`config.mk`:
```
export PLATFORM = sky130hd
export DESIGN_NAME = transposer_top
export DESIGN_NICKNAME = d
export VERILOG_FILES = /design/src/design/transposer_pkg.sv /design/src/design/tile_buf_if.sv /design/src/design/tile_buffer.sv /design/src/design/row_fetcher.sv /design/src/design/column_writer.sv /design/src/design/transposer_top.sv
export VERILOG_INCLUDE_DIRS = /design/src /design/src/include
export SDC_FILE = /design/constraint.sdc
export NUM_CORES = 2
export LEC_CHECK = 0
export ABC_CLOCK_PERIOD_IN_PS = 5000
export BUFFER_PORTS_ARGS = -buffer_cell sky130_fd_sc_hd__buf_2
export CORE_MARGIN = 2
export CORE_UTILIZATION = 39
export DETAILED_ROUTE_END_ITERATION = 16
export PLACE_DENSITY = 0.69
export SLEW_MARGIN = 15
export SYNTH_ARGS = -nofsm -noshare
export SYNTH_HDL_FRONTEND = slang
export SYNTH_SLANG_ARGS = --single-unit
```
`constraint.sdc`:
```
create_clock -name clk -period 5 [get_ports clk]
set_clock_uncertainty 0.2 [all_clocks]
set_input_delay 0.75 -clock clk [delete_from_list [all_inputs] [get_ports clk]]
set_output_delay 0.75 -clock clk [all_outputs]
set_load 0.05 [all_outputs]
```
`src/include/transposer_settings.svh`:
```
`ifndef TRANSPOSER_SETTINGS_SVH
`define TRANSPOSER_SETTINGS_SVH

// memory address width
`define TRP_AW 16

// byte lanes per memory word, also rows per tile
`define TRP_LANES 8

// bits per lane
`define TRP_LANE_W 8

`endif

```
`src/design/transposer_pkg.sv`:
```
`include "transposer_settings.svh"

package transposer_pkg;

    typedef logic [`TRP_AW-1:0] addr_t;

    typedef logic [`TRP_LANES*`TRP_LANE_W-1:0] word_t;

    // row or column inside a tile
    typedef logic [$clog2(`TRP_LANES)-1:0] lane_idx_t;

    typedef enum logic [2:0] {
        FETCH_IDLE,
        FETCH_WAIT_BUF,
        FETCH_ISSUE,
        FETCH_COLLECT,
        FETCH_COMMIT
    } fetch_state_t;

    typedef enum logic [1:0] {
        WRITE_IDLE,
        WRITE_WAIT_BUF,
        WRITE_DRAIN,
        WRITE_RELEASE
    } write_state_t;

endpackage

```
`src/design/tile_buf_if.sv`:
```
`timescale 1ns/1ps

interface tile_buf_if
    import transposer_pkg::*;
();

    // fill side
    logic      wr_en;
    lane_idx_t wr_row;
    word_t     wr_data;
    logic      commit;
    logic      last;

    // buffer state
    logic      full;
    logic      is_last;
    word_t     rd_data;

    // drain side
    logic      rd_en;
    lane_idx_t rd_col;
    logic      release_buf;

    modport fill (
        output wr_en, wr_row, wr_data, commit, last,
        input  full
    );

    modport store (
        input  wr_en, wr_row, wr_data, commit, last,
        input  rd_en, rd_col, release_buf,
        output full, is_last, rd_data
    );

    modport drain (
        output rd_en, rd_col, release_buf,
        input  full, is_last, rd_data
    );

endinterface

```
`src/design/tile_buffer.sv`:
```
`timescale 1ns/1ps
`include "transposer_settings.svh"

module tile_buffer
    import transposer_pkg::*;
(
    input  logic      clk,
    input  logic      reset_n,
    tile_buf_if.store bus
);

    localparam int LANES = `TRP_LANES;
    localparam int LW    = `TRP_LANE_W;

    // one word per source row of the tile
    word_t store [LANES];

    // rows land as whole words; rows never written stay zero
    always_ff @(posedge clk or negedge reset_n) begin
        if (!reset_n) begin
            for (int r = 0; r < LANES; r++) begin
                store[r] <= '0;
            end
        end else if (bus.release_buf) begin
            for (int r = 0; r < LANES; r++) begin
                store[r] <= '0;
            end
        end else if (bus.wr_en) begin
            store[bus.wr_row] <= bus.wr_data;
        end
    end

    // byte r of the column word comes from row r
    always_ff @(posedge clk) begin
        if (bus.rd_en) begin
            for (int r = 0; r < LANES; r++) begin
                bus.rd_data[r*LW +: LW] <= store[r][bus.rd_col*LW +: LW];
            end
        end
    end

    // tile ownership flag
    always_ff @(posedge clk or negedge reset_n) begin
        if (!reset_n) begin
            bus.full    <= 1'b0;
            bus.is_last <= 1'b0;
        end else if (bus.release_buf) begin
            bus.full    <= 1'b0;
        end else if (bus.commit) begin
            bus.full    <= 1'b1;
            bus.is_last <= bus.last;
        end
    end

    // fetcher must not overwrite a tile the writer still owns
    a_no_write_when_full: assert property (
        @(posedge clk) disable iff (!reset_n)
        bus.wr_en |-> !bus.full
    ) else $error("tile_buffer: row written while buffer is full");

    // writer must only drain a committed tile
    a_no_read_when_empty: assert property (
        @(posedge clk) disable iff (!reset_n)
        bus.rd_en |-> bus.full
    ) else $error("tile_buffer: column read while buffer is not full");

endmodule

```
`src/design/row_fetcher.sv`:
```
`timescale 1ns/1ps
`include "transposer_settings.svh"

module row_fetcher
    import transposer_pkg::*;
(
    input  logic     clk,
    input  logic     reset_n,
    input  logic     start,
    input  addr_t    row_count,
    input  addr_t    raddr_base,
    input  addr_t    raddr_stride,
    input  word_t    rdata,
    input  logic     rdata_vld,
    output addr_t    raddr,
    output logic     raddr_vld,
    tile_buf_if.fill buf0,
    tile_buf_if.fill buf1
);

    fetch_state_t state;
    fetch_state_t state_nxt;

    logic      cur_buf;
    addr_t     rows_left;
    addr_t     src_addr;
    addr_t     stride_q;
    lane_idx_t issue_idx;
    lane_idx_t ret_idx;
    lane_idx_t tile_last;
    logic      cur_full;
    logic      bufs_empty;
    logic      last_tile;
    logic      start_ok;

    assign cur_full   = cur_buf ? buf1.full : buf0.full;
    // a full buffer means the writer still has work from the last run
    assign bufs_empty = !buf0.full && !buf1.full;
    assign start_ok   = (state == FETCH_IDLE) && start && bufs_empty;

    // short final tile when fewer than a full tile of rows remain
    assign last_tile = rows_left <= addr_t'(`TRP_LANES);
    assign tile_last = last_tile ? lane_idx_t'(rows_left - 1'b1)
                                 : lane_idx_t'(`TRP_LANES - 1);

    always_comb begin
        state_nxt = state;
        case (state)
            FETCH_IDLE: begin
                if (start_ok) state_nxt = FETCH_WAIT_BUF;
            end
            FETCH_WAIT_BUF: begin
                if (!cur_full) state_nxt = FETCH_ISSUE;
            end
            FETCH_ISSUE: begin
                if (issue_idx == tile_last) state_nxt = FETCH_COLLECT;
            end
            FETCH_COLLECT: begin
                if (rdata_vld && ret_idx == tile_last) state_nxt = FETCH_COMMIT;
            end
            FETCH_COMMIT: begin
                state_nxt = last_tile ? FETCH_IDLE : FETCH_WAIT_BUF;
            end
            default: state_nxt = FETCH_IDLE;
        endcase
    end

    always_ff @(posedge clk or negedge reset_n) begin
        if (!reset_n) begin
            state     <= FETCH_IDLE;
            cur_buf   <= 1'b0;
            rows_left <= '0;
            src_addr  <= '0;
            issue_idx <= '0;
            ret_idx   <= '0;
        end else begin
            state <= state_nxt;
            if (start_ok) begin
                cur_buf   <= 1'b0;
                rows_left <= row_count;
                src_addr  <= raddr_base;
            end
            if (rdata_vld) ret_idx <= ret_idx + 1'b1;
            if (state == FETCH_WAIT_BUF) begin
                issue_idx <= '0;
                ret_idx   <= '0;
            end
            // global row address keeps running across tiles
            if (state == FETCH_ISSUE) begin
                issue_idx <= issue_idx + 1'b1;
                src_addr  <= src_addr + stride_q;
            end
            if (state == FETCH_COMMIT) begin
                rows_left <= last_tile ? '0 : rows_left - addr_t'(`TRP_LANES);
                cur_buf   <= !cur_buf;
            end
        end
    end

    always_ff @(posedge clk) begin
        if (start_ok) stride_q <= raddr_stride;
    end

    // read request port
    always_ff @(posedge clk or negedge reset_n) begin
        if (!reset_n) raddr_vld <= 1'b0;
        else          raddr_vld <= state == FETCH_ISSUE;
    end

    always_ff @(posedge clk) begin
        if (state == FETCH_ISSUE) raddr <= src_addr;
    end

    // in-order returns make the return count the row slot
    assign buf0.wr_en   = rdata_vld && !cur_buf;
    assign buf1.wr_en   = rdata_vld && cur_buf;
    assign buf0.wr_row  = ret_idx;
    assign buf1.wr_row  = ret_idx;
    assign buf0.wr_data = rdata;
    assign buf1.wr_data = rdata;
    assign buf0.commit  = (state == FETCH_COMMIT) && !cur_buf;
    assign buf1.commit  = (state == FETCH_COMMIT) && cur_buf;
    assign buf0.last    = last_tile;
    assign buf1.last    = last_tile;

    // requests only go out for a tile whose buffer is free
    a_vld_into_free_buf: assert property (
        @(posedge clk) disable iff (!reset_n)
        raddr_vld |-> !cur_full
    ) else $error("row_fetcher: read issued while the target buffer is full");

endmodule

```
`src/design/column_writer.sv`:
```
`timescale 1ns/1ps

module column_writer
    import transposer_pkg::*;
(
    input  logic      clk,
    input  logic      reset_n,
    input  logic      start,
    input  addr_t     col_count,
    input  addr_t     waddr_base,
    input  addr_t     waddr_stride,
    output addr_t     waddr,
    output word_t     wdata,
    output logic      wdata_vld,
    output logic      finish,
    tile_buf_if.drain buf0,
    tile_buf_if.drain buf1
);

    write_state_t state;
    write_state_t state_nxt;

    logic      cur_buf;
    lane_idx_t col;
    lane_idx_t col_last;
    addr_t     tile_idx;
    addr_t     col_off;
    addr_t     base_q;
    addr_t     stride_q;
    logic      cur_full;
    logic      cur_is_last;
    logic      start_ok;
    logic      rd_fire;

    // pipeline alongside the buffer read
    logic      sel_d1;
    logic      vld_d1;
    addr_t     addr_d1;
    logic      fin_d1;

    assign cur_full    = cur_buf ? buf1.full : buf0.full;
    assign cur_is_last = cur_buf ? buf1.is_last : buf0.is_last;
    assign start_ok    = (state == WRITE_IDLE) && start;
    assign rd_fire     = state == WRITE_DRAIN;

    always_comb begin
        state_nxt = state;
        case (state)
            WRITE_IDLE: begin
                if (start) state_nxt = WRITE_WAIT_BUF;
            end
            WRITE_WAIT_BUF: begin
                if (cur_full) state_nxt = WRITE_DRAIN;
            end
            WRITE_DRAIN: begin
                if (col == col_last) state_nxt = WRITE_RELEASE;
            end
            WRITE_RELEASE: begin
                state_nxt = cur_is_last ? WRITE_IDLE : WRITE_WAIT_BUF;
            end
            default: state_nxt = WRITE_IDLE;
        endcase
    end

    always_ff @(posedge clk or negedge reset_n) begin
        if (!reset_n) begin
            state    <= WRITE_IDLE;
            cur_buf  <= 1'b0;
            col      <= '0;
            tile_idx <= '0;
            col_off  <= '0;
        end else begin
            state <= state_nxt;
            if (start_ok) begin
                cur_buf  <= 1'b0;
                tile_idx <= '0;
            end
            if (state == WRITE_WAIT_BUF) begin
                col     <= '0;
                col_off <= '0;
            end
            if (rd_fire) begin
                col     <= col + 1'b1;
                col_off <= col_off + stride_q;
            end
            if (state == WRITE_RELEASE) begin
                cur_buf  <= !cur_buf;
                tile_idx <= tile_idx + 1'b1;
            end
        end
    end

    always_ff @(posedge clk) begin
        if (start_ok) begin
            col_last <= lane_idx_t'(col_count - 1'b1);
            base_q   <= waddr_base;
            stride_q <= waddr_stride;
        end
    end

    // destination is base + col * stride + tile
    always_ff @(posedge clk) begin
        if (rd_fire) begin
            sel_d1  <= cur_buf;
            addr_d1 <= base_q + col_off + tile_idx;
        end
        if (vld_d1) begin
            waddr <= addr_d1;
            wdata <= sel_d1 ? buf1.rd_data : buf0.rd_data;
        end
    end

    always_ff @(posedge clk or negedge reset_n) begin
        if (!reset_n) begin
            vld_d1    <= 1'b0;
            wdata_vld <= 1'b0;
            fin_d1    <= 1'b0;
            finish    <= 1'b0;
        end else begin
            vld_d1    <= rd_fire;
            wdata_vld <= vld_d1;
            // lands one cycle after the final write beat
            fin_d1    <= (state == WRITE_RELEASE) && cur_is_last;
            finish    <= fin_d1;
        end
    end

    assign buf0.rd_en       = rd_fire && !cur_buf;
    assign buf1.rd_en       = rd_fire && cur_buf;
    assign buf0.rd_col      = col;
    assign buf1.rd_col      = col;
    assign buf0.release_buf = (state == WRITE_RELEASE) && !cur_buf;
    assign buf1.release_buf = (state == WRITE_RELEASE) && cur_buf;

    a_finish_single: assert property (
        @(posedge clk) disable iff (!reset_n)
        finish |=> !finish
    ) else $error("column_writer: finish held for more than one cycle");

endmodule

```
`src/design/transposer_top.sv`:
```
`timescale 1ns/1ps

module transposer_top
    import transposer_pkg::*;
(
    input  logic  clk,
    input  logic  reset_n,
    input  logic  start,
    input  addr_t row_count,
    input  addr_t col_count,
    input  addr_t raddr_base,
    input  addr_t raddr_stride,
    input  addr_t waddr_base,
    input  addr_t waddr_stride,
    output addr_t raddr,
    output logic  raddr_vld,
    input  word_t rdata,
    input  logic  rdata_vld,
    output addr_t waddr,
    output word_t wdata,
    output logic  wdata_vld,
    output logic  finish
);

    // ping-pong tile buffers
    tile_buf_if buf0_if ();
    tile_buf_if buf1_if ();

    tile_buffer u_tile_buffer0 (
        .clk     (clk),
        .reset_n (reset_n),
        .bus     (buf0_if.store)
    );

    tile_buffer u_tile_buffer1 (
        .clk     (clk),
        .reset_n (reset_n),
        .bus     (buf1_if.store)
    );

    row_fetcher u_row_fetcher (
        .clk          (clk),
        .reset_n      (reset_n),
        .start        (start),
        .row_count    (row_count),
        .raddr_base   (raddr_base),
        .raddr_stride (raddr_stride),
        .rdata        (rdata),
        .rdata_vld    (rdata_vld),
        .raddr        (raddr),
        .raddr_vld    (raddr_vld),
        .buf0         (buf0_if.fill),
        .buf1         (buf1_if.fill)
    );

    column_writer u_column_writer (
        .clk          (clk),
        .reset_n      (reset_n),
        .start        (start),
        .col_count    (col_count),
        .waddr_base   (waddr_base),
        .waddr_stride (waddr_stride),
        .waddr        (waddr),
        .wdata        (wdata),
        .wdata_vld    (wdata_vld),
        .finish       (finish),
        .buf0         (buf0_if.drain),
        .buf1         (buf1_if.drain)
    );

endmodule

```
==> results by group <==
Synth
  • Synth cell types: 64
  • Post-synth top area share: 46.7%
  • Post-synth EDFFs: 292
  • Asr flop ratio synth: 79.2%
  • Mean post-synth cell area: 15.0 sq um
  • Post-Syn Area: 0.0597 sq mm
  • Gate Count Post-Synth: 3969
  • #FFs+latches synth: 1405
  • Synth Flop Type: dfrtp_1
  • Post-Syn Nets: 4208
  • Dominant cells by area after synthesis: dfrtp_1 47%, a22o_1 15%, edfxtp_1 15%
  • Largest area contributor in the netlist: dfrtp_1
  • Register area share after synthesis: 61.3%
  • YS warnings: 0

Clocking
  • TritonCTS Sinks: 1405
  • Post_cts resized: 0
  • Max Root-Sink Buffers: 3
  • CTS tree: done
  • Root buffer cell: clkbuf_16
  • Clk Latency, worst-skew pair: 0.79 ns
  • Clk slew on worst S/H paths: 0.06 ns
  • Total CTS buffers: 140
  • Htree depth: 4

Route
  • Post-Route WL: 167000 um
  • DR vias/cell: 6.07
  • Final ANT Viol Nets: 0
  • DR iter-0 viols: 3707
  • DR vias: 37800
  • DR pass1 iterations: 5
  • # DRC: 0
  • Drt wl/cell: 26.7 um

STA
  • Final Max Slew Viols: 0
  • Setup_tns: 0 ns
  • Minimum clock period: 3.56 ns
  • Worst Max-Slew Pin Slew: 1.07 ns
  • RSZ-0062 raised after global routing: no
  • Final worst slack: 1.44 ns
  • Slew headroom: 28.2%
  • Period utilization: 71.2%
  • Max Freq: 0.281 GHz
  • Setup violation total in the final timing report: 0
  • Final Hold Viols: 0

Die
  • Cell Rows: 143
  • Die Y: 395 um
  • Core footprint: 0.152 sq mm
  • Starting Density: 39.3%
  • Area of the die: 0.156 sq mm
  • I/O pin total: 263
  • Die Wd: 395 um

Placed design
  • Dpl cells: 5902
  • Gpl congestion: 0.826
  • Port Buffers: 249
  • Worst slack at placement: 1.35 ns
  • Dpl cell area: 0.0630 sq mm
  • Post-DP HPWL: 98200 um

Global routing
  • GRT Total Usage: 21.3%
  • Largest net degree at the start of global routing: 128
  • Antenna violations before repair: 30
  • Global route total overflow: 0
  • First-pass GRT wire length: 253000 um
  • Vias in the first global route: 38400

Cells and area
  • Core Util, Final: 45.0%
  • Final cell count without fillers: 6234
  • Ratio of cells with drive above 1 in the final layout: 25.0%
  • Area growth from synthesis to layout: 14.6%
  • Finished Cell Area: 0.0684 sq mm
  • Nets@finish: 4313

Setup path
  • Crit. Startpoint: u_column_writer.col_off[1]
  • Crit end category: flip-flop
  • Critical path peak fanout: 4
  • CP startpoint kind: flip-flop
  • Arrival @ worst endpoint: 3.89 ns
  • WP data required: 5.33 ns
  • CP Class: flip-flop to flip-flop
  • RR Startpoint: u_column_writer.col_off[1]

Run status
  • Status: complete, no violations

Pwr
  • Static leakage: 29.7 nW
  • VDD IR max: 359 uV
  • PD cells: 614 mW/mm^2

Min path
  • Worst Hold Class: input port to flip-flop
  • Worst hold start: raddr_base[15]

Run
  • Max cap viols: 0
-- sequential cells by signal, summed over array words and instances, names as in the netlist, 16 cells and up --
| register | flops |
|---|---|
| u_tile_buffer1.bus.rd_data | 64 |
| u_column_writer.addr_d1 | 16 |
| u_row_fetcher.stride_q | 16 |
| u_column_writer.waddr | 16 |
| u_row_fetcher.src_addr | 16 |
| u_tile_buffer1.store | 512 |
| u_column_writer.col_off | 16 |
| u_column_writer.wdata | 64 |
| u_column_writer.stride_q | 16 |
| u_column_writer.base_q | 16 |
| u_tile_buffer0.store | 512 |
| u_row_fetcher.raddr | 16 |
| u_column_writer.tile_idx | 16 |
| u_tile_buffer0.bus.rd_data | 64 |
| u_row_fetcher.rows_left | 16 |
-- repair_timing --
item / in CTS / in global routing
endpoints found under the setup margin: 0 / 0
hold endpoints to repair: 126 / 0
hold buffers: 60 / 0
buffers inserted: 0 / 0
-- synthesized netlist by cell type, drive strengths merged, types with 7 or more instances --
master     n
a21o      17
a21oi     66
a22o    1029
a22oi      9
a31oi      7
and2       8
and3      11
buf      133
clkbuf   298
dfrtp   1113
edfxtp   292
fa        18
ha        57
inv       45
mux2     195
mux2i     12
mux4     256
nand2     63
nand2b     8
nand3     24
nor2      59
nor2b     16
nor3      27
o211ai     7
o21a      10
o21ai     64
o22ai     16
o31ai      9
xnor2     30
xor2      24
-- cell type report --
class,instances,area (sq um)
Fill cell,13100,83500
Multi-Input combinational cell,2088,21500
Sequential cell,1405,36600
Antenna cell,11,27.5
Tap cell,2030,2540
Clock inverter,59,716
Timing Repair Buffer,394,2750
Clock buffer,202,4030
Inverter,45,169
-- routing by layer --
layer | share of wire, % | GRT usage (%) | vias up
met5 | 0.11 | 0 | -
met4 | 3.4 | 7.54 | 26
met3 | 7.2 | 4.21 | 333
met2 | 48 | 34.3 | 1538
met1 | 41 | 28.7 | 20200
li1 | - | - | 15700
-- where the power goes --
part           leakage, nW  total, W  internal (W)  switching (W)
Sequential            17.8    0.0182        0.0159        0.00226
Clock                 2.31    0.0109       0.00628        0.00461
Combinational         9.52    0.0129       0.00594        0.00696
Total                 29.7    0.0420        0.0282         0.0138
-- worst max-delay path, stage by stage (launching register included) --
cell and delay (ns):
dfrtp_1 0.47, fa_1 0.48, ha_1 0.23, fa_1 0.46, a21o_1 0.19, a21oi_2 0.19
o21a_1 0.17, o31ai_1 0.12, o41a_1 0.36, a21o_1 0.19, a21oi_1 0.16, xnor2_1 0.08
-- path summary, 6_finish.rpt --
kind	to	slack [ns]	depth (start not counted)
worst min-delay path	u_row_fetcher.src_addr[15]	0.07	3
max in group asynchronous	u_tile_buffer1.store[43]	2.87	4
min in group asynchronous	u_row_fetcher.src_addr[0]	0.37	2
worst max-delay path	u_column_writer.addr_d1[15]	1.44	11
worst max register to register	u_column_writer.addr_d1[15]	1.44	11
worst min register to register	u_column_writer.finish	0.16	0
-- cells by family (layout without fill, tap and decap cells) --
| logic type | after synthesis | count (layout) | share of synthesized area, % |
|---|---|---|---|
| compound gates | 1253 | 1253 | 17.4 |
| other cells | 0 | 11 | 0 |
| mux | 463 | 463 | 13.5 |
| flops | 1405 | 1405 | 61.3 |
| xor+xnor | 54 | 54 | 0.805 |
| simple gates | 243 | 243 | 2.03 |
| fa+ha+maj | 75 | 75 | 1.80 |
| buf+inv | 476 | 700 | 3.12 |
-- per-stage QoR --
step | hold WS, ns | total power (W)
floorplan | 0.131 | 0.0273
global placement | 0.140 | 0.0307
detailed placement | 0.142 | 0.0312
CTS | 0.0177 | 0.0422
global route | 0.0483 | 0.0440
finish | 0.0674 | 0.0420
-- cells in the final DEF, fill, tap and decap left out, types with 10 or more instances in the layout --
cell type      count
dfrtp_1         1109
a22o_1          1029
edfxtp_1         292
mux4_2           256
buf_2            248
mux2_2           195
clkbuf_16        147
buf_4             65
nand2_1           61
dlygate4sd3_1     60
ha_1              57
o21ai_0           55
a21oi_1           51
nor2_1            46
inv_1             44
clkbuf_1          41
xnor2_1           29
xor2_1            24
nand3_1           24
nor3_1            22
clkinv_2          21
buf_12            20
fa_1              18
a21o_1            17
o22ai_1           16
a21oi_4           14
clkbuf_8          14
nor2b_1           13
nor2_4            13
mux2i_1           12
bufinv_16         12
diode_2           11
o21a_1            10
(Power assumes the default switching activity.)
